`config.mk`:
```
export PLATFORM = sky130hd
export DESIGN_NAME = bjp_exu_top
export DESIGN_NICKNAME = d
export VERILOG_FILES = /design/src/hw/bjp_pkg.sv /design/src/hw/bjp_decode_stage.sv /design/src/hw/exu_bru.sv /design/src/hw/bjp_result_stage.sv /design/src/hw/bjp_exu_top.sv
export SDC_FILE = /design/constraint.sdc
export NUM_CORES = 1
export LEC_CHECK = 0
export BUFFER_PORTS_ARGS = -buffer_cell sky130_fd_sc_hd__buf_2
export CORE_UTILIZATION = 60
export DETAILED_ROUTE_END_ITERATION = 12
export PLACE_DENSITY_LB_ADDON = 0.05
export SLEW_MARGIN = 40
export SYNTH_ARGS = -nofsm -noshare
export SYNTH_HDL_FRONTEND = slang
export SYNTH_SLANG_ARGS = --single-unit
```
`constraint.sdc`:
```
create_clock -name clk_i -period 16.1 [get_ports clk_i]
set_clock_uncertainty 0.2 [all_clocks]
set_input_delay 0 -clock clk_i [delete_from_list [all_inputs] [get_ports clk_i]]
set_output_delay 0 -clock clk_i [all_outputs]
set_load 0.02 [all_outputs]
```
`src/hw/bjp_pkg.sv`:
```
`default_nettype none

package bjp_pkg;

    // datapath and pc widths
    localparam int XLEN            = 32;
    localparam int INST_ADDR_WIDTH = 32;

    // rv32i major opcodes handled by this slice
    localparam logic [6:0] OPC_BRANCH   = 7'b1100011;
    localparam logic [6:0] OPC_JAL      = 7'b1101111;
    localparam logic [6:0] OPC_JALR     = 7'b1100111;
    // fence lives in misc-mem
    localparam logic [6:0] OPC_MISC_MEM = 7'b0001111;

    // branch funct3 encodings
    localparam logic [2:0] F3_BEQ  = 3'b000;
    localparam logic [2:0] F3_BNE  = 3'b001;
    localparam logic [2:0] F3_BLT  = 3'b100;
    localparam logic [2:0] F3_BGE  = 3'b101;
    localparam logic [2:0] F3_BLTU = 3'b110;
    localparam logic [2:0] F3_BGEU = 3'b111;

    // sequential pc step, no compressed support
    localparam logic [XLEN-1:0] INST_STEP = 32'd4;

    // one instruction word, three field layouts
    typedef union packed {
        // b-type, immediate split around rs/funct3
        struct packed {
            logic       imm12;
            logic [5:0] imm10_5;
            logic [4:0] rs2;
            logic [4:0] rs1;
            logic [2:0] funct3;
            logic [3:0] imm4_1;
            logic       imm11;
            logic [6:0] opcode;
        } b_fmt;
        // j-type, scrambled 20 bit offset
        struct packed {
            logic       imm20;
            logic [9:0] imm10_1;
            logic       imm11;
            logic [7:0] imm19_12;
            logic [4:0] rd;
            logic [6:0] opcode;
        } j_fmt;
        // i-type, used by jalr and fence
        struct packed {
            logic [11:0] imm11_0;
            logic [4:0]  rs1;
            logic [2:0]  funct3;
            logic [4:0]  rd;
            logic [6:0]  opcode;
        } i_fmt;
    } inst_u;

endpackage

`default_nettype wire

```
`src/hw/bjp_decode_stage.sv`:
```
`timescale 1ns/1ps
`default_nettype none

module bjp_decode_stage (
    input  wire                                 clk_i,
    input  wire                                 rst_n_i,
    // incoming instruction beat
    input  wire                                 in_valid_i,
    output logic                                in_ready_o,
    input  wire  [bjp_pkg::INST_ADDR_WIDTH-1:0] pc_i,
    input  wire  [31:0]                         inst_i,
    input  wire  [bjp_pkg::XLEN-1:0]            rs1_val_i,
    input  wire  [bjp_pkg::XLEN-1:0]            rs2_val_i,
    input  wire                                 is_pred_branch_i,
    input  wire                                 int_assert_i,
    input  wire  [bjp_pkg::INST_ADDR_WIDTH-1:0] int_addr_i,
    // downstream can take our item
    input  wire                                 stage_ready_i,
    // registered decode towards the bru
    output logic                                dec_valid_o,
    output logic                                req_bjp_o,
    output logic                                op_beq_o,
    output logic                                op_bne_o,
    output logic                                op_blt_o,
    output logic                                op_bltu_o,
    output logic                                op_bge_o,
    output logic                                op_bgeu_o,
    output logic                                op_jump_o,
    output logic                                op_jalr_o,
    output logic [bjp_pkg::XLEN-1:0]            bjp_op1_o,
    output logic [bjp_pkg::XLEN-1:0]            bjp_op2_o,
    output logic [bjp_pkg::XLEN-1:0]            bjp_jump_op1_o,
    output logic [bjp_pkg::XLEN-1:0]            bjp_jump_op2_o,
    output logic                                is_pred_branch_o,
    output logic                                sys_op_fence_o,
    output logic                                int_assert_o,
    output logic [bjp_pkg::INST_ADDR_WIDTH-1:0] int_addr_o,
    output logic                                link_wen_o,
    output logic [bjp_pkg::XLEN-1:0]            link_data_o
);
    bjp_pkg::inst_u          inst;
    logic                    is_branch;
    logic                    is_jal;
    logic                    is_jalr;
    logic                    is_fence;
    logic [2:0]              f3;
    logic [bjp_pkg::XLEN-1:0] b_imm;
    logic [bjp_pkg::XLEN-1:0] j_imm;
    logic [bjp_pkg::XLEN-1:0] i_imm;
    logic [bjp_pkg::XLEN-1:0] jump_op2;
    logic                    accept;

    assign inst = inst_i;

    // opcode class read through each layout
    assign is_branch = (inst.b_fmt.opcode == bjp_pkg::OPC_BRANCH);
    assign is_jal    = (inst.j_fmt.opcode == bjp_pkg::OPC_JAL);
    assign is_jalr   = (inst.i_fmt.opcode == bjp_pkg::OPC_JALR);
    assign is_fence  = (inst.i_fmt.opcode == bjp_pkg::OPC_MISC_MEM);
    assign f3        = inst.b_fmt.funct3;

    // sign extended immediates with a zero lsb for b and j
    assign b_imm = {{19{inst.b_fmt.imm12}}, inst.b_fmt.imm12, inst.b_fmt.imm11,
                    inst.b_fmt.imm10_5, inst.b_fmt.imm4_1, 1'b0};
    assign j_imm = {{11{inst.j_fmt.imm20}}, inst.j_fmt.imm20, inst.j_fmt.imm19_12,
                    inst.j_fmt.imm11, inst.j_fmt.imm10_1, 1'b0};
    assign i_imm = {{20{inst.i_fmt.imm11_0[11]}}, inst.i_fmt.imm11_0};

    // second adder operand where fence and others fall to pc+4
    assign jump_op2 = is_branch ? b_imm :
                      is_jal    ? j_imm :
                      is_jalr   ? i_imm : bjp_pkg::INST_STEP;

    // empty or our item leaves this cycle
    assign in_ready_o = ~dec_valid_o | stage_ready_i;
    assign accept     = in_valid_i & in_ready_o;

    always_ff @(posedge clk_i or negedge rst_n_i) begin
        if (!rst_n_i) begin
            dec_valid_o      <= 1'b0;
            req_bjp_o        <= 1'b0;
            op_beq_o         <= 1'b0;
            op_bne_o         <= 1'b0;
            op_blt_o         <= 1'b0;
            op_bltu_o        <= 1'b0;
            op_bge_o         <= 1'b0;
            op_bgeu_o        <= 1'b0;
            op_jump_o        <= 1'b0;
            op_jalr_o        <= 1'b0;
            is_pred_branch_o <= 1'b0;
            sys_op_fence_o   <= 1'b0;
            int_assert_o     <= 1'b0;
            link_wen_o       <= 1'b0;
        end else begin
            if (in_ready_o) begin
                dec_valid_o <= in_valid_i;
            end
            if (accept) begin
                req_bjp_o <= is_branch | is_jal | is_jalr;
                op_beq_o  <= is_branch & (f3 == bjp_pkg::F3_BEQ);
                op_bne_o  <= is_branch & (f3 == bjp_pkg::F3_BNE);
                op_blt_o  <= is_branch & (f3 == bjp_pkg::F3_BLT);
                op_bltu_o <= is_branch & (f3 == bjp_pkg::F3_BLTU);
                op_bge_o  <= is_branch & (f3 == bjp_pkg::F3_BGE);
                op_bgeu_o <= is_branch & (f3 == bjp_pkg::F3_BGEU);
                // jump covers both jal and jalr
                op_jump_o <= is_jal | is_jalr;
                op_jalr_o <= is_jalr;
                // fetch only predicts branch and jal
                is_pred_branch_o <= is_pred_branch_i & (is_branch | is_jal);
                sys_op_fence_o   <= is_fence;
                int_assert_o     <= int_assert_i;
                link_wen_o       <= is_jal | is_jalr;
            end
        end
    end

    // operands and addresses
    always_ff @(posedge clk_i) begin
        if (accept) begin
            bjp_op1_o      <= rs1_val_i;
            bjp_op2_o      <= rs2_val_i;
            // jalr is register relative and the rest pc relative
            bjp_jump_op1_o <= is_jalr ? rs1_val_i : pc_i;
            bjp_jump_op2_o <= jump_op2;
            int_addr_o     <= int_addr_i;
            link_data_o    <= pc_i + bjp_pkg::INST_STEP;
        end
    end

    // a refused beat stays put at the source
    assert property (@(posedge clk_i) disable iff (!rst_n_i)
        (in_valid_i && !in_ready_o) |=> (in_valid_i && $stable(pc_i) && $stable(inst_i) &&
            $stable(rs1_val_i) && $stable(rs2_val_i) && $stable(is_pred_branch_i) &&
            $stable(int_assert_i) && $stable(int_addr_i)))
        else $error("input beat changed before it transferred");

endmodule

`default_nettype wire

```
`src/hw/exu_bru.sv`:
```
`timescale 1ns/1ps
`default_nettype none

module exu_bru (
    // only samples the assertions
    input  wire                                 clk_i,
    input  wire                                 req_bjp_i,
    input  wire                                 op_beq_i,
    input  wire                                 op_bne_i,
    input  wire                                 op_blt_i,
    input  wire                                 op_bltu_i,
    input  wire                                 op_bge_i,
    input  wire                                 op_bgeu_i,
    // jal or jalr
    input  wire                                 op_jump_i,
    input  wire                                 op_jalr_i,
    // compare operands
    input  wire  [bjp_pkg::XLEN-1:0]            bjp_op1_i,
    input  wire  [bjp_pkg::XLEN-1:0]            bjp_op2_i,
    // target adder operands
    input  wire  [bjp_pkg::XLEN-1:0]            bjp_jump_op1_i,
    input  wire  [bjp_pkg::XLEN-1:0]            bjp_jump_op2_i,
    // fetch already steered to the target
    input  wire                                 is_pred_branch_i,
    input  wire                                 sys_op_fence_i,
    input  wire                                 int_assert_i,
    input  wire  [bjp_pkg::INST_ADDR_WIDTH-1:0] int_addr_i,
    output logic                                jump_flag_o,
    output logic [bjp_pkg::INST_ADDR_WIDTH-1:0] jump_addr_o
);
    logic                     op1_eq_op2;
    logic                     op1_ge_op2_signed;
    logic                     op1_ge_op2_unsigned;
    logic                     branch_cond;
    logic                     pred_rollback;
    logic [bjp_pkg::XLEN-1:0] adder_op2;
    logic [bjp_pkg::XLEN-1:0] adder_result;

    // one equality and two magnitude compares serve all six branches
    assign op1_eq_op2          = (bjp_op1_i == bjp_op2_i);
    assign op1_ge_op2_signed   = $signed(bjp_op1_i) >= $signed(bjp_op2_i);
    assign op1_ge_op2_unsigned = bjp_op1_i >= bjp_op2_i;

    // taken condition where jumps are always taken
    assign branch_cond = req_bjp_i & (
        (op_beq_i  &  op1_eq_op2) |
        (op_bne_i  & ~op1_eq_op2) |
        (op_blt_i  & ~op1_ge_op2_signed) |
        (op_bge_i  &  op1_ge_op2_signed) |
        (op_bltu_i & ~op1_ge_op2_unsigned) |
        (op_bgeu_i &  op1_ge_op2_unsigned) |
        op_jump_i |
        op_jalr_i
    );

    // predicted taken but falls through
    assign pred_rollback = is_pred_branch_i & req_bjp_i & ~branch_cond;

    // shared adder and rollback returns to the fall-through pc
    assign adder_op2    = pred_rollback ? bjp_pkg::INST_STEP : bjp_jump_op2_i;
    assign adder_result = bjp_jump_op1_i + adder_op2;

    // redirect unless fetch got it right already
    assign jump_flag_o = int_assert_i | (branch_cond & ~is_pred_branch_i) |
                         sys_op_fence_i | pred_rollback;

    // interrupt wins and a jalr target is halfword aligned
    assign jump_addr_o = int_assert_i ? int_addr_i :
        {adder_result[bjp_pkg::INST_ADDR_WIDTH-1:1], adder_result[0] & ~op_jalr_i};

    // fetch only predicts branch and jal
    assert property (@(posedge clk_i) is_pred_branch_i |-> (req_bjp_i && !op_jalr_i))
        else $error("bru got a prediction for an instruction that cannot be predicted");

    // decode hands over at most one operation
    assert property (@(posedge clk_i) $onehot0({op_beq_i, op_bne_i, op_blt_i, op_bltu_i,
        op_bge_i, op_bgeu_i, op_jump_i, sys_op_fence_i}))
        else $error("bru got more than one operation at once");

endmodule

`default_nettype wire

```
`src/hw/bjp_result_stage.sv`:
```
`timescale 1ns/1ps
`default_nettype none

module bjp_result_stage (
    input  wire                                 clk_i,
    input  wire                                 rst_n_i,
    // decode register holds an item
    input  wire                                 dec_valid_i,
    // resolved redirect from the bru
    input  wire                                 jump_flag_i,
    input  wire  [bjp_pkg::INST_ADDR_WIDTH-1:0] jump_addr_i,
    // link write, pc+4
    input  wire                                 link_wen_i,
    input  wire  [bjp_pkg::XLEN-1:0]            link_data_i,
    output logic                                stage_ready_o,
    // outgoing stream
    output logic                                out_valid_o,
    input  wire                                 out_ready_i,
    output logic                                jump_flag_o,
    output logic [bjp_pkg::INST_ADDR_WIDTH-1:0] jump_addr_o,
    output logic                                link_wen_o,
    output logic [bjp_pkg::XLEN-1:0]            link_data_o
);
    logic jump_flag_q;
    logic link_wen_q;
    logic capture;

    // free, or current item leaves this edge
    assign stage_ready_o = ~out_valid_o | out_ready_i;
    assign capture       = dec_valid_i & stage_ready_o;

    always_ff @(posedge clk_i or negedge rst_n_i) begin
        if (!rst_n_i) begin
            out_valid_o <= 1'b0;
        end else if (stage_ready_o) begin
            out_valid_o <= dec_valid_i;
        end
    end

    // result holding register, frozen while stalled
    always_ff @(posedge clk_i) begin
        if (capture) begin
            jump_flag_q <= jump_flag_i;
            jump_addr_o <= jump_addr_i;
            link_wen_q  <= link_wen_i;
            link_data_o <= link_data_i;
        end
    end

    // strobes only mean something with a valid item
    assign jump_flag_o = out_valid_o & jump_flag_q;
    assign link_wen_o  = out_valid_o & link_wen_q;

    // stalled output must not move
    assert property (@(posedge clk_i) disable iff (!rst_n_i)
        (out_valid_o && !out_ready_i) |=> (out_valid_o && $stable(jump_flag_o) &&
            $stable(jump_addr_o) && $stable(link_wen_o) && $stable(link_data_o)))
        else $error("result stage output changed while stalled");

endmodule

`default_nettype wire

```
`src/hw/bjp_exu_top.sv`:
```
`timescale 1ns/1ps
`default_nettype none

module bjp_exu_top (
    input  wire                                 clk_i,
    input  wire                                 rst_n_i,
    // instruction stream in
    input  wire                                 in_valid_i,
    output logic                                in_ready_o,
    input  wire  [bjp_pkg::INST_ADDR_WIDTH-1:0] pc_i,
    input  wire  [31:0]                         inst_i,
    input  wire  [bjp_pkg::XLEN-1:0]            rs1_val_i,
    input  wire  [bjp_pkg::XLEN-1:0]            rs2_val_i,
    input  wire                                 is_pred_branch_i,
    input  wire                                 int_assert_i,
    input  wire  [bjp_pkg::INST_ADDR_WIDTH-1:0] int_addr_i,
    // resolution stream out
    output logic                                out_valid_o,
    input  wire                                 out_ready_i,
    output logic                                jump_flag_o,
    output logic [bjp_pkg::INST_ADDR_WIDTH-1:0] jump_addr_o,
    output logic                                link_wen_o,
    output logic [bjp_pkg::XLEN-1:0]            link_data_o
);
    // decode register to bru
    logic                              dec_valid;
    logic                              req_bjp;
    logic                              op_beq;
    logic                              op_bne;
    logic                              op_blt;
    logic                              op_bltu;
    logic                              op_bge;
    logic                              op_bgeu;
    logic                              op_jump;
    logic                              op_jalr;
    logic [bjp_pkg::XLEN-1:0]            bjp_op1;
    logic [bjp_pkg::XLEN-1:0]            bjp_op2;
    logic [bjp_pkg::XLEN-1:0]            bjp_jump_op1;
    logic [bjp_pkg::XLEN-1:0]            bjp_jump_op2;
    logic                              is_pred_branch;
    logic                              sys_op_fence;
    logic                              int_assert;
    logic [bjp_pkg::INST_ADDR_WIDTH-1:0] int_addr;
    // decode register straight to result stage
    logic                              link_wen;
    logic [bjp_pkg::XLEN-1:0]            link_data;
    // bru to result stage
    logic                              jump_flag;
    logic [bjp_pkg::INST_ADDR_WIDTH-1:0] jump_addr;
    // back-pressure into decode
    logic                              stage_ready;

    bjp_decode_stage u_decode (
        .clk_i            (clk_i),
        .rst_n_i          (rst_n_i),
        .in_valid_i       (in_valid_i),
        .in_ready_o       (in_ready_o),
        .pc_i             (pc_i),
        .inst_i           (inst_i),
        .rs1_val_i        (rs1_val_i),
        .rs2_val_i        (rs2_val_i),
        .is_pred_branch_i (is_pred_branch_i),
        .int_assert_i     (int_assert_i),
        .int_addr_i       (int_addr_i),
        .stage_ready_i    (stage_ready),
        .dec_valid_o      (dec_valid),
        .req_bjp_o        (req_bjp),
        .op_beq_o         (op_beq),
        .op_bne_o         (op_bne),
        .op_blt_o         (op_blt),
        .op_bltu_o        (op_bltu),
        .op_bge_o         (op_bge),
        .op_bgeu_o        (op_bgeu),
        .op_jump_o        (op_jump),
        .op_jalr_o        (op_jalr),
        .bjp_op1_o        (bjp_op1),
        .bjp_op2_o        (bjp_op2),
        .bjp_jump_op1_o   (bjp_jump_op1),
        .bjp_jump_op2_o   (bjp_jump_op2),
        .is_pred_branch_o (is_pred_branch),
        .sys_op_fence_o   (sys_op_fence),
        .int_assert_o     (int_assert),
        .int_addr_o       (int_addr),
        .link_wen_o       (link_wen),
        .link_data_o      (link_data)
    );

    // purely combinational between the two registers
    exu_bru u_bru (
        .clk_i            (clk_i),
        .req_bjp_i        (req_bjp),
        .op_beq_i         (op_beq),
        .op_bne_i         (op_bne),
        .op_blt_i         (op_blt),
        .op_bltu_i        (op_bltu),
        .op_bge_i         (op_bge),
        .op_bgeu_i        (op_bgeu),
        .op_jump_i        (op_jump),
        .op_jalr_i        (op_jalr),
        .bjp_op1_i        (bjp_op1),
        .bjp_op2_i        (bjp_op2),
        .bjp_jump_op1_i   (bjp_jump_op1),
        .bjp_jump_op2_i   (bjp_jump_op2),
        .is_pred_branch_i (is_pred_branch),
        .sys_op_fence_i   (sys_op_fence),
        .int_assert_i     (int_assert),
        .int_addr_i       (int_addr),
        .jump_flag_o      (jump_flag),
        .jump_addr_o      (jump_addr)
    );

    bjp_result_stage u_result (
        .clk_i         (clk_i),
        .rst_n_i       (rst_n_i),
        .dec_valid_i   (dec_valid),
        .jump_flag_i   (jump_flag),
        .jump_addr_i   (jump_addr),
        .link_wen_i    (link_wen),
        .link_data_i   (link_data),
        .stage_ready_o (stage_ready),
        .out_valid_o   (out_valid_o),
        .out_ready_i   (out_ready_i),
        .jump_flag_o   (jump_flag_o),
        .jump_addr_o   (jump_addr_o),
        .link_wen_o    (link_wen_o),
        .link_data_o   (link_data_o)
    );

endmodule

`default_nettype wire

```
==> metrics.txt, run 1 <==
CTS H-tree depth 1; Slowest-stage cell, CP sky130_fd_sc_hd__nand3_1; count of mapped cells out of synthesis 907; via total after detailed routing 9,836; main combinational cell family by area after synthesis simple AND/OR/NAND/NOR gates; die footprint 21,000 um^2; setup violation total in the final timing report 0; critical path endpoint category flop; worst setup slack after placement 9700 ps; Core Area 19,700 um^2; number of antenna violations at the first check in global routing 2; finished layout cell area 17,400 um^2; Sequential Area 7770 um^2; net switching fraction of the power 25.9%; result of the run finished clean; net count of the mapped netlist 1,138; Tcrit/Tclk final 40.3%; xor/xnor cell area share of the yosys netlist 3.62%; residual antenna-violating net count after detailed routing 0; total of cells resized after clock tree synthesis 0; critical path class flop to flop; most common flop cell mapped by yosys sky130_fd_sc_hd__edfxtp_1; Switch Pwr 0.457 mW; count of pins on the block boundary 234; first-pass GRT wire length 54,600 um; clock share of power 36.7%; sequential fraction of the synthesis area 63.5%; final-report hold violation count 0; largest vdd supply drop 94.6 uV; crit path DAT 6570 ps; worst hold-check path type input pin to flop; Max-Cap Viols 0; final worst setup slack 9610 ps; effective utilization at floorplan 62.0%; mean instance size in the synthesized netlist 13.5 um^2; cell at the root of the clock tree sky130_fd_sc_hd__clkbuf_16; smallest hold slack 4.62 ps; number of global-route vias before repair 10,302; final max-slew violation count 0; TritonCTS buffer count 27; adder and majority gate portion of the synthesized area 6.71%; part of the total power dissipated in sequential elements 46.8%; CTS tree yes; number of enable-type register cells in the synthesized netlist 247; nets@finish 1,659; area delta synth->final 42.1%; Vert. Die Dim 145 um; per-cell routed wire length 21.3 um; maximum clock frequency 0.154 GHz; footprint of the multi-input gates 4180 um^2; compound-cell area share of the yosys netlist 9.34%; leakage power figure 7.09 nW; netlist area before placement 12,200 um^2; multiplexer fraction of the synthesized cell area 3.54%; clock transition time at the flip-flop clock pins of the worst setup and hold paths 60 ps; combinational fraction of design power 16.5%; register bit count reported by yosys 261; count of clock tree sinks 261; fillcell total 921; Pre-Repair DR Iteration Count 5; 1st-iter DRT viols 884; routability congestion estimate 0.831; Die Wd 145 um; number of buffers between clock root and the deepest sink 3; number of unique standard cell types used by synthesis 66; simple-gate area share of the yosys netlist 10.8%; biggest cell delay along the critical path 580 ps; share of layout cells above drive strength 1 23.4%; asr flop ratio synth 5.36%; global route total overflow 0; Least-Margin Pin Slew 809 ps; setup repair after global routing missed its margin false; worst path cell trace ha_1 > a211o_1 > a21oi_2 > o211a_1 > a31oi_1 > or3_4 > a2111oi_4 > nand3_1 > and2_1 > ha_1 > a21oi_2 > o211ai_2 > nor4_2 > a21oi_4 > a2111oi_4 > o31ai_2 > a31oi_1 > xnor3_1 > mux2_2; number of I/O port buffers 233; cell internal power dissipation 1.31 mW; routed wire length 36,500 um; final-layout setup total negative slack 0 ps; clock period minus final worst setup slack 6490 ps; DR DRC count 0; Power Density 101 nW/um^2; clock insertion delay at the later pin of the skew report 560 ps; Yosys warning total 0; vias per cell 5.74; Final HPWL DP 19,000 um; Max transition margin 45.9%; maximum number of pins on one net before global-route repair 121; power after layout 1.76 mW; global routing usage summed across all routing layers 35.4%; dpl cell area 13,700 um^2; Worst EP required 16,180 ps; Setup crit start kind flop; Placement Rows 51; largest driver fanout on the critical path 20
==> critical path: cells and delay by family (launching register included) <==
family,cells,cell delay (ps)
mux,1,270
fa+ha+maj,2,730
xor+xnor,1,240
compound gates,11,2620
flops,1,380
simple gates,4,1800
==> synth_stat cells (all sizes together) (3+ instances only) <==
master,number,area [um^2]
dfrtp,14,350
clkbuf,18,67.6
or3,3,23.8
nand2b,12,75.1
a211oi,14,110
or2,3,18.8
nor2b,5,31.3
o31ai,9,72.6
o41ai,3,26.3
o21ai,49,245
a21o,15,113
o21bai,6,45.0
ha,64,801
nand2,74,278
mux2i,5,50.1
nor3b,7,52.6
nand3,21,105
or4,3,22.5
nand4,15,100
nand3b,4,30.0
and3,12,75.1
xor2,14,123
xnor2,34,298
inv,58,218
a31oi,3,25.0
nor4,7,62.6
a21oi,39,214
o21a,8,60.1
and2,33,206
edfxtp,247,7420
nor3,11,65.1
nor2,34,128
mux2,34,383
==> per-layer routing <==
| metal | up-vias | share of wire (%) | track usage (%) |
|---|---|---|---|
| li1 | 4436 | - | - |
| met1 | 4706 | 37 | 41.7 |
| met5 | - | 0 | 0 |
| met4 | 0 | 4.2 | 16.6 |
| met3 | 124 | 7.8 | 6.35 |
| met2 | 570 | 51 | 62.8 |
==> power by group through the flow <==
stage	sequential [mW]	clock [mW]	combinational, mW
2_1_floorplan	0.857	0	0.121
3_3_place_gp	0.836	0	0.216
3_5_place_dp	0.836	0	0.222
4_1_cts	0.823	0.637	0.273
5_1_grt	0.828	0.670	0.312
6_report	0.825	0.646	0.291
==> cell families (layout without fill, tap and decap cells) <==
logic type / after synthesis / count (layout)
compound gates: 166 / 166
xor+xnor: 49 / 49
fa+ha+maj: 65 / 65
buf+inv: 78 / 619
flops: 261 / 261
mux: 39 / 39
other cells: 0 / 2
simple gates: 249 / 249
==> cells in the final DEF, fill, tap and decap left out, drive strengths merged, types with 4 or more instances in the layout <==
master	Yosys	final
and2	33	33
o21bai	6	6
and3	12	12
a211oi	14	14
bufinv	0	4
buf	2	237
clkinv	0	12
nor3b	7	7
nand2	74	74
nor3	11	11
nand2b	12	12
nand3b	4	4
nor2b	5	5
xnor2	34	34
o21a	8	8
nor2	34	34
a21oi	39	39
o31ai	9	9
edfxtp	247	247
xor2	14	14
mux2	34	34
mux2i	5	5
nor4	7	7
dfrtp	14	14
dlygate4sd3	0	275
ha	64	64
inv	58	58
a21o	15	15
o21ai	49	49
nand3	21	21
clkbuf	18	31
nand4	15	15
==> through the flow <==
step	util (%)	cells
floorplan	-	907
global placement	69.3	1387
detailed placement	69.5	1388
CTS	88.0	1712
global route	88.1	1715
finish	88.1	1715
==> area by class of cell <==
cell class              instances  area share, %
clock inverters                18           1.15
repair buffers                512           22.9
multi-input cells             568           24.0
inverters                      58           1.32
clock buffers                  31           3.97
flip-flops and latches        261           44.7
diodes                          2         0.0288
well taps                     265           1.91
==> repair_timing <==
item,in CTS,in global routing
hold buffers,275,0
hold endpoints to repair,208,0
setup buffers,0,0
==> flip-flops by register name (all words and copies together), names as in the netlist, 21 cells and up <==
name	count
u_decode.int_addr_o	32
u_result.link_data_o	32
u_decode.bjp_jump_op2_o	21
u_decode.link_data_o	32
u_decode.bjp_op1_o	32
u_result.jump_addr_o	32
u_decode.bjp_jump_op1_o	32
u_decode.bjp_op2_o	32
==> worst paths after layout <==
path                                         startpoint  slack, ps  cells past startpoint                  endpoint
worst max-delay path             u_decode.bjp_op1_o[17]       9610                     19  u_result.jump_addr_o[31]
worst min-delay path                      rs1_val_i[22]          5                      2    u_decode.bjp_op1_o[22]
worst max register to register   u_decode.bjp_op1_o[17]       9610                     19  u_result.jump_addr_o[31]
worst min register to register  u_decode.link_data_o[2]        210                      0   u_result.link_data_o[2]
max in group asynchronous                       rst_n_i      14750                      3     u_decode.int_assert_o
min in group asynchronous                       rst_n_i        430                      3   u_decode.sys_op_fence_o
No activity file was read; power rests on OpenSTA's default activity.
==> run 2, diff against run 1 <==
CORE_UTILIZATION = 50   (was 60)
clock period = 5.7 ns   (was 16.1 ns; I/O delays follow)
==> run 2 against run 1 <==
Setup slack got worse by 9400 ps. Flip-flop and latch count did not move. Routed wire length fell by 12%. Sequential share of layout area fell by 1.1 points. Count of clock-buffer cells in the layout rose by 1. Sequential power rose to 2.8 times the previous value. Highest routed layer unchanged.
==> metrics.txt, run 2 (synthesis gave the netlist of run 1 again) <==
result of the run finished clean; final worst setup slack 245 ps; n_diodes 0; Least-Margin Pin Slew 685 ps; TritonCTS buffer count 29; setup repair after global routing missed its margin true; DR DRC count 0; global routing usage summed across all routing layers 25.7%; Vert. Die Dim 158 um; Hold Crit Depth 2; share of layout cells above drive strength 1 26.1%; count of pins on the block boundary 234; cell at the root of the clock tree sky130_fd_sc_hd__clkbuf_16; clock period minus final worst setup slack 5450 ps; Power Density 277 nW/um^2; largest vdd supply drop 207 uV; final max-slew violation count 0; fillcell total 1,522; routed wire length 32,000 um; maximum clock frequency 0.183 GHz; dpl cell area 14,000 um^2; commonest cells after routing, fill and taps aside 276 x sky130_fd_sc_hd__dlygate4sd3_1, 247 x sky130_fd_sc_hd__edfxtp_1, 233 x sky130_fd_sc_hd__buf_2; vias per cell 5.23; crit path DAT 5510 ps; Pre-Repair DR Iteration Count 5; Core Area 23,800 um^2; Worst EP required 5760 ps; leakage power figure 7.26 nW; Tcrit/Tclk final 95.7%; power after layout 4.94 mW; die footprint 25,100 um^2; worst hold-check path type input pin to flop; area delta synth->final 45.7%; largest driver fanout on the critical path 14; most common cell after layout, fill and taps aside sky130_fd_sc_hd__dlygate4sd3_1; worst setup slack after placement -360 ps; residual antenna-violating net count after detailed routing 0; Max transition margin 54.2%; number of I/O port buffers 233; setup violation total in the final timing report 0; nets@finish 1,690; clock insertion delay at the later pin of the skew report 540 ps; number of global-route vias before repair 9,602; clock transition time at the flip-flop clock pins of the worst setup and hold paths 60 ps; critical path endpoint category flop; R2R cell count 23; Final HPWL DP 20,000 um; CTS H-tree depth 1; count of clock tree sinks 261; Setup crit start kind flop; maximum number of pins on one net before global-route repair 91; number of antenna violations at the first check in global routing 0; finished layout cell area 17,800 um^2; per-cell routed wire length 17.8 um; Max-Cap Viols 0; 1st-iter DRT viols 562; effective utilization at floorplan 51.5%; Die Wd 158 um; routability congestion estimate 0.850; number of buffers between clock root and the deepest sink 3; final-report hold violation count 0; smallest hold slack 13.0 ps; global route total overflow 0; via total after detailed routing 9,402; critical path class flop to flop; first-pass GRT wire length 48,700 um; Placement Rows 56; CTS tree yes
## run 2: per-layer routing
metal  GRT usage, %  part of all wire (%)  vias up
met5              0                     0        -
met4           7.55                   2.4        0
met3           3.86                   5.7       61
met2           45.8                    50      314
met1           32.2                    41     4530
li1               -                     -     4497
## run 2: metrics by stage
stage,setup TNS [ps],utilization (%),instances
6_report,0,75.0,1796
5_1_grt,-65.9,75.0,1796
4_1_cts,0,74.3,1790
3_5_place_dp,-1210,58.7,1465
3_3_place_gp,-328,58.5,1463
2_1_floorplan,0,-,907
## run 2: layout make-up
| class | count | area [um^2] | area share [%] |
|---|---|---|---|
| clock buffers | 32 | 737 | 4.14 |
| flip-flops and latches | 261 | 7770 | 43.6 |
| inverters | 58 | 225 | 1.26 |
| repair buffers | 541 | 4200 | 23.6 |
| multi-input cells | 568 | 4320 | 24.2 |
| well taps | 319 | 399 | 2.24 |
| clock inverters | 17 | 169 | 0.948 |
## run 2: worst max-delay path: stages (launching register included)
cell and delay (ps):
sky130_fd_sc_hd__edfxtp_1 390, sky130_fd_sc_hd__ha_1 330, sky130_fd_sc_hd__nand4_1 240, sky130_fd_sc_hd__buf_4 170, sky130_fd_sc_hd__nor2_1 60, sky130_fd_sc_hd__a2bb2oi_4 210, sky130_fd_sc_hd__a31oi_2 130, sky130_fd_sc_hd__or3_4 400
sky130_fd_sc_hd__a2111oi_4 350, sky130_fd_sc_hd__nand3_2 150, sky130_fd_sc_hd__buf_8 170, sky130_fd_sc_hd__and2_1 150, sky130_fd_sc_hd__ha_1 290, sky130_fd_sc_hd__buf_4 130, sky130_fd_sc_hd__nand4_1 100, sky130_fd_sc_hd__nor4_1 250
sky130_fd_sc_hd__nor2_1 70, sky130_fd_sc_hd__buf_4 160, sky130_fd_sc_hd__buf_4 130, sky130_fd_sc_hd__a211oi_1 380, sky130_fd_sc_hd__nor2_1 130, sky130_fd_sc_hd__o31ai_1 280, sky130_fd_sc_hd__xnor2_1 200, sky130_fd_sc_hd__o21ai_0 100
## run 2: final timing paths
path | startpoint | endpoint | slack [ps]
max | u_decode.bjp_op1_o[15] | u_result.jump_addr_o[23] | 250
min | rs1_val_i[14] | u_decode.bjp_op1_o[14] | 10
max reg2reg | u_decode.bjp_op1_o[15] | u_result.jump_addr_o[23] | 250
min reg2reg | u_decode.link_data_o[11] | u_result.link_data_o[11] | 210
max in group asynchronous | rst_n_i | u_decode.int_assert_o | 4410
min in group asynchronous | rst_n_i | u_decode.op_jalr_o | 410
## run 2: where the power goes
part,switching (mW),internal (mW),total (mW)
Combinational,0.438,0.381,0.819
Sequential,0.0487,2.27,2.32
Clock,0.741,1.06,1.80
Total,1.23,3.71,4.94
## run 2: timing repair
action	CTS	global route
hold buffers	276	0
resized for setup	3	20
setup buffers	0	6
pin swaps	1	11
endpoints found under the hold margin	220	0
setup endpoints to repair	14	12
==> run 3, diff against run 2 <==
==> constraint.sdc (replaced) <==
create_clock -name clk_i -period 5.7 [get_ports clk_i]
set_clock_uncertainty 0.2 [all_clocks]
set_input_delay 1.14 -clock clk_i [delete_from_list [all_inputs] [get_ports clk_i]]
set_output_delay 1.14 -clock clk_i [all_outputs]
set_load 0.02 [all_outputs]
==> run 3 against run 2 <==
Count of clock-buffer cells in the layout is 1 lower. Total power is 3.0% lower. Cell count shrank 15%. Sequential share of layout area rose by 8.2 points. Global-route usage decreased by 3.8 points. Combinational power decreased by 20%. Critical path depth shrank 3. Flip-flop and latch count stayed put. Routed wire length decreased by 16%. First-iteration DRC count shrank 10%. Sequential power is essentially flat. Utilization shrank 12 points.
==> metrics.txt, run 3 (synthesis gave the netlist of run 1 again) <==
effective utilization at floorplan 51.5%; Least-Margin Pin Slew 752 ps; net switching fraction of the power 24.2%; setup violation total in the final timing report 0; nets@finish 1,412; CTS tree yes; number of global-route vias before repair 7,804; share of layout cells above drive strength 1 31.4%; worst path cell trace ha_1 > a211o_1 > a21oi_4 > o211a_1 > a31oi_1 > or3_4 > a2111oi_4 > nand3_2 > buf_6 > and2_1 > ha_1 > a211oi_2 > nor2_1 > nor4_4 > a21oi_4 > a2111oi_4 > o31ai_2 > a31oi_1 > xnor3_1 > mux2_2; final-report hold violation count 0; via total after detailed routing 7,973; global route total overflow 0; clock period minus final worst setup slack 5460 ps; residual antenna-violating net count after detailed routing 0; CTS H-tree depth 1; first-pass GRT wire length 41,400 um; finished layout cell area 15,000 um^2; Placement Rows 56; critical path class flop to flop; Slowest-stage cell, CP sky130_fd_sc_hd__or3_4; number of I/O port buffers 233; combinational fraction of design power 13.7%; TritonCTS buffer count 28; result of the run finished clean; die footprint 25,100 um^2; cell at the root of the clock tree sky130_fd_sc_hd__clkbuf_16; count of clock tree sinks 261; Vert. Die Dim 158 um; Die Wd 158 um; routability congestion estimate 0.816; commonest cells after routing, fill and taps aside 247 x sky130_fd_sc_hd__edfxtp_1, 233 x sky130_fd_sc_hd__buf_2, 74 x sky130_fd_sc_hd__nand2_1; maximum number of pins on one net before global-route repair 79; biggest cell delay along the critical path 410 ps; largest driver fanout on the critical path 15; Setup crit start kind flop; most common cell after layout, fill and taps aside sky130_fd_sc_hd__edfxtp_1; cell internal power dissipation 3.63 mW; global routing usage summed across all routing layers 21.9%; dpl cell area 14,000 um^2; count of pins on the block boundary 234; worst path buffer plus inverter count 1; routed wire length 27,000 um; worst hold-check path type flop to flop; Max transition margin 49.9%; Switch Pwr 1.16 mW; largest vdd supply drop 214 uV; final-layout setup total negative slack 0 ps; vias per cell 5.23; clock transition time at the flip-flop clock pins of the worst setup and hold paths 60 ps; Pre-Repair DR Iteration Count 5; crit path DAT 5550 ps; Tcrit/Tclk final 95.8%; Power Density 319 nW/um^2; per-cell routed wire length 17.7 um; maximum clock frequency 0.183 GHz; DR DRC count 0; 1st-iter DRT viols 503; family with the most delay on the worst path compound AO/OA/AOI/OAI gates; Core Area 23,800 um^2; final max-slew violation count 0; number of antenna violations at the first check in global routing 3; Worst EP required 5790 ps; critical path endpoint category flop; area delta synth->final 22.7%; part of the total power dissipated in sequential elements 48.4%; leakage power figure 6.10 nW; clock share of power 37.9%; number of buffers between clock root and the deepest sink 3; Max-Cap Viols 0; Final HPWL DP 19,800 um; clock insertion delay at the later pin of the skew report 540 ps
[run 3: cell types whose count changed in the layout (fill, tap and decap cells not counted), sizes merged]
cell,change
diode,+3
clkinvlp,-2
buf,-1
dlygate4sd3,-276
clkbuf,-1
bufinv,+1
clkinv,+4
[run 3: per-stage QoR]
| step | hold slack, ps | worst slack (ps) | utilization [%] | power, mW | instances |
|---|---|---|---|---|---|
| after floorplan | 200 | 448 | - | 2.76 | 907 |
| after global placement | 201 | -216 | 58.7 | 2.99 | 1468 |
| after detailed placement | 205 | -184 | 58.8 | 3.01 | 1469 |
| after CTS | 217 | 62.4 | 62.8 | 4.83 | 1520 |
| after global routing | 220 | -21.9 | 63.1 | 4.99 | 1521 |
| final | 215 | 238 | 63.1 | 4.79 | 1524 |
[run 3: cell type report]
type | instances | area, um^2
diodes | 3 | 7.51
clock buffers | 31 | 733
clock inverters | 20 | 196
fillers | 1883 | 8750
inverters | 58 | 221
multi-input cells | 568 | 4250
flip-flops and latches | 261 | 7770
well taps | 319 | 399
repair buffers | 264 | 1420
[run 3: layer usage]
layer	vias up	GRT usage (%)	wire length [um]
met5	-	0	8
li1	3946	-	-
met2	212	37.1	13000
met1	3783	29.6	12200
met3	30	3.46	1350
met4	2	5.13	506
[run 3: path summary, 6_finish.rpt]
check / endpoint / cells after the start / slack, ps / startpoint
max: u_result.jump_addr_o[31] / 20 / 240 / u_decode.bjp_op1_o[17]
min: u_result.link_data_o[17] / 0 / 210 / u_decode.link_data_o[17]
max reg2reg: u_result.jump_addr_o[31] / 20 / 240 / u_decode.bjp_op1_o[17]
min reg2reg: u_result.link_data_o[17] / 0 / 210 / u_decode.link_data_o[17]
max in group asynchronous: u_decode.int_assert_o / 1 / 4720 / rst_n_i
min in group asynchronous: u_decode.dec_valid_o / 1 / 310 / rst_n_i
[run 3: power groups by stage]
stage               Sequential (mW)  Combinational [mW]  Clock, mW
finish                         2.32               0.655       1.82
global route                   2.33               0.725       1.93
CTS                            2.32               0.654       1.86
detailed placement             2.36               0.647          0
global placement               2.36               0.635          0
floorplan                      2.42               0.341          0
[run 3: timing repair]
action,CTS,global route
hold buffers,0,0
gates cloned,0,0
buffers inserted,0,1
resized for setup,4,11
endpoints found under the setup margin,4,9
pin swaps,0,9
[run 3: worst reg2reg max path, stage by stage (launching register included)]
cell                        delay, ps
sky130_fd_sc_hd__edfxtp_1         360
sky130_fd_sc_hd__ha_1             320
sky130_fd_sc_hd__a211o_1          300
sky130_fd_sc_hd__a21oi_4          220
sky130_fd_sc_hd__o211a_1          190
sky130_fd_sc_hd__a31oi_1          120
sky130_fd_sc_hd__or3_4            410
sky130_fd_sc_hd__a2111oi_4        330
sky130_fd_sc_hd__nand3_2          140
sky130_fd_sc_hd__buf_6            170
sky130_fd_sc_hd__and2_1           160
sky130_fd_sc_hd__ha_1             320
sky130_fd_sc_hd__a211oi_2         230
sky130_fd_sc_hd__nor2_1           100
sky130_fd_sc_hd__nor4_4           300
sky130_fd_sc_hd__a21oi_4          130
sky130_fd_sc_hd__a2111oi_4        400
sky130_fd_sc_hd__o31ai_2          130
sky130_fd_sc_hd__a31oi_1          200
sky130_fd_sc_hd__xnor3_1          230
sky130_fd_sc_hd__mux2_2           260
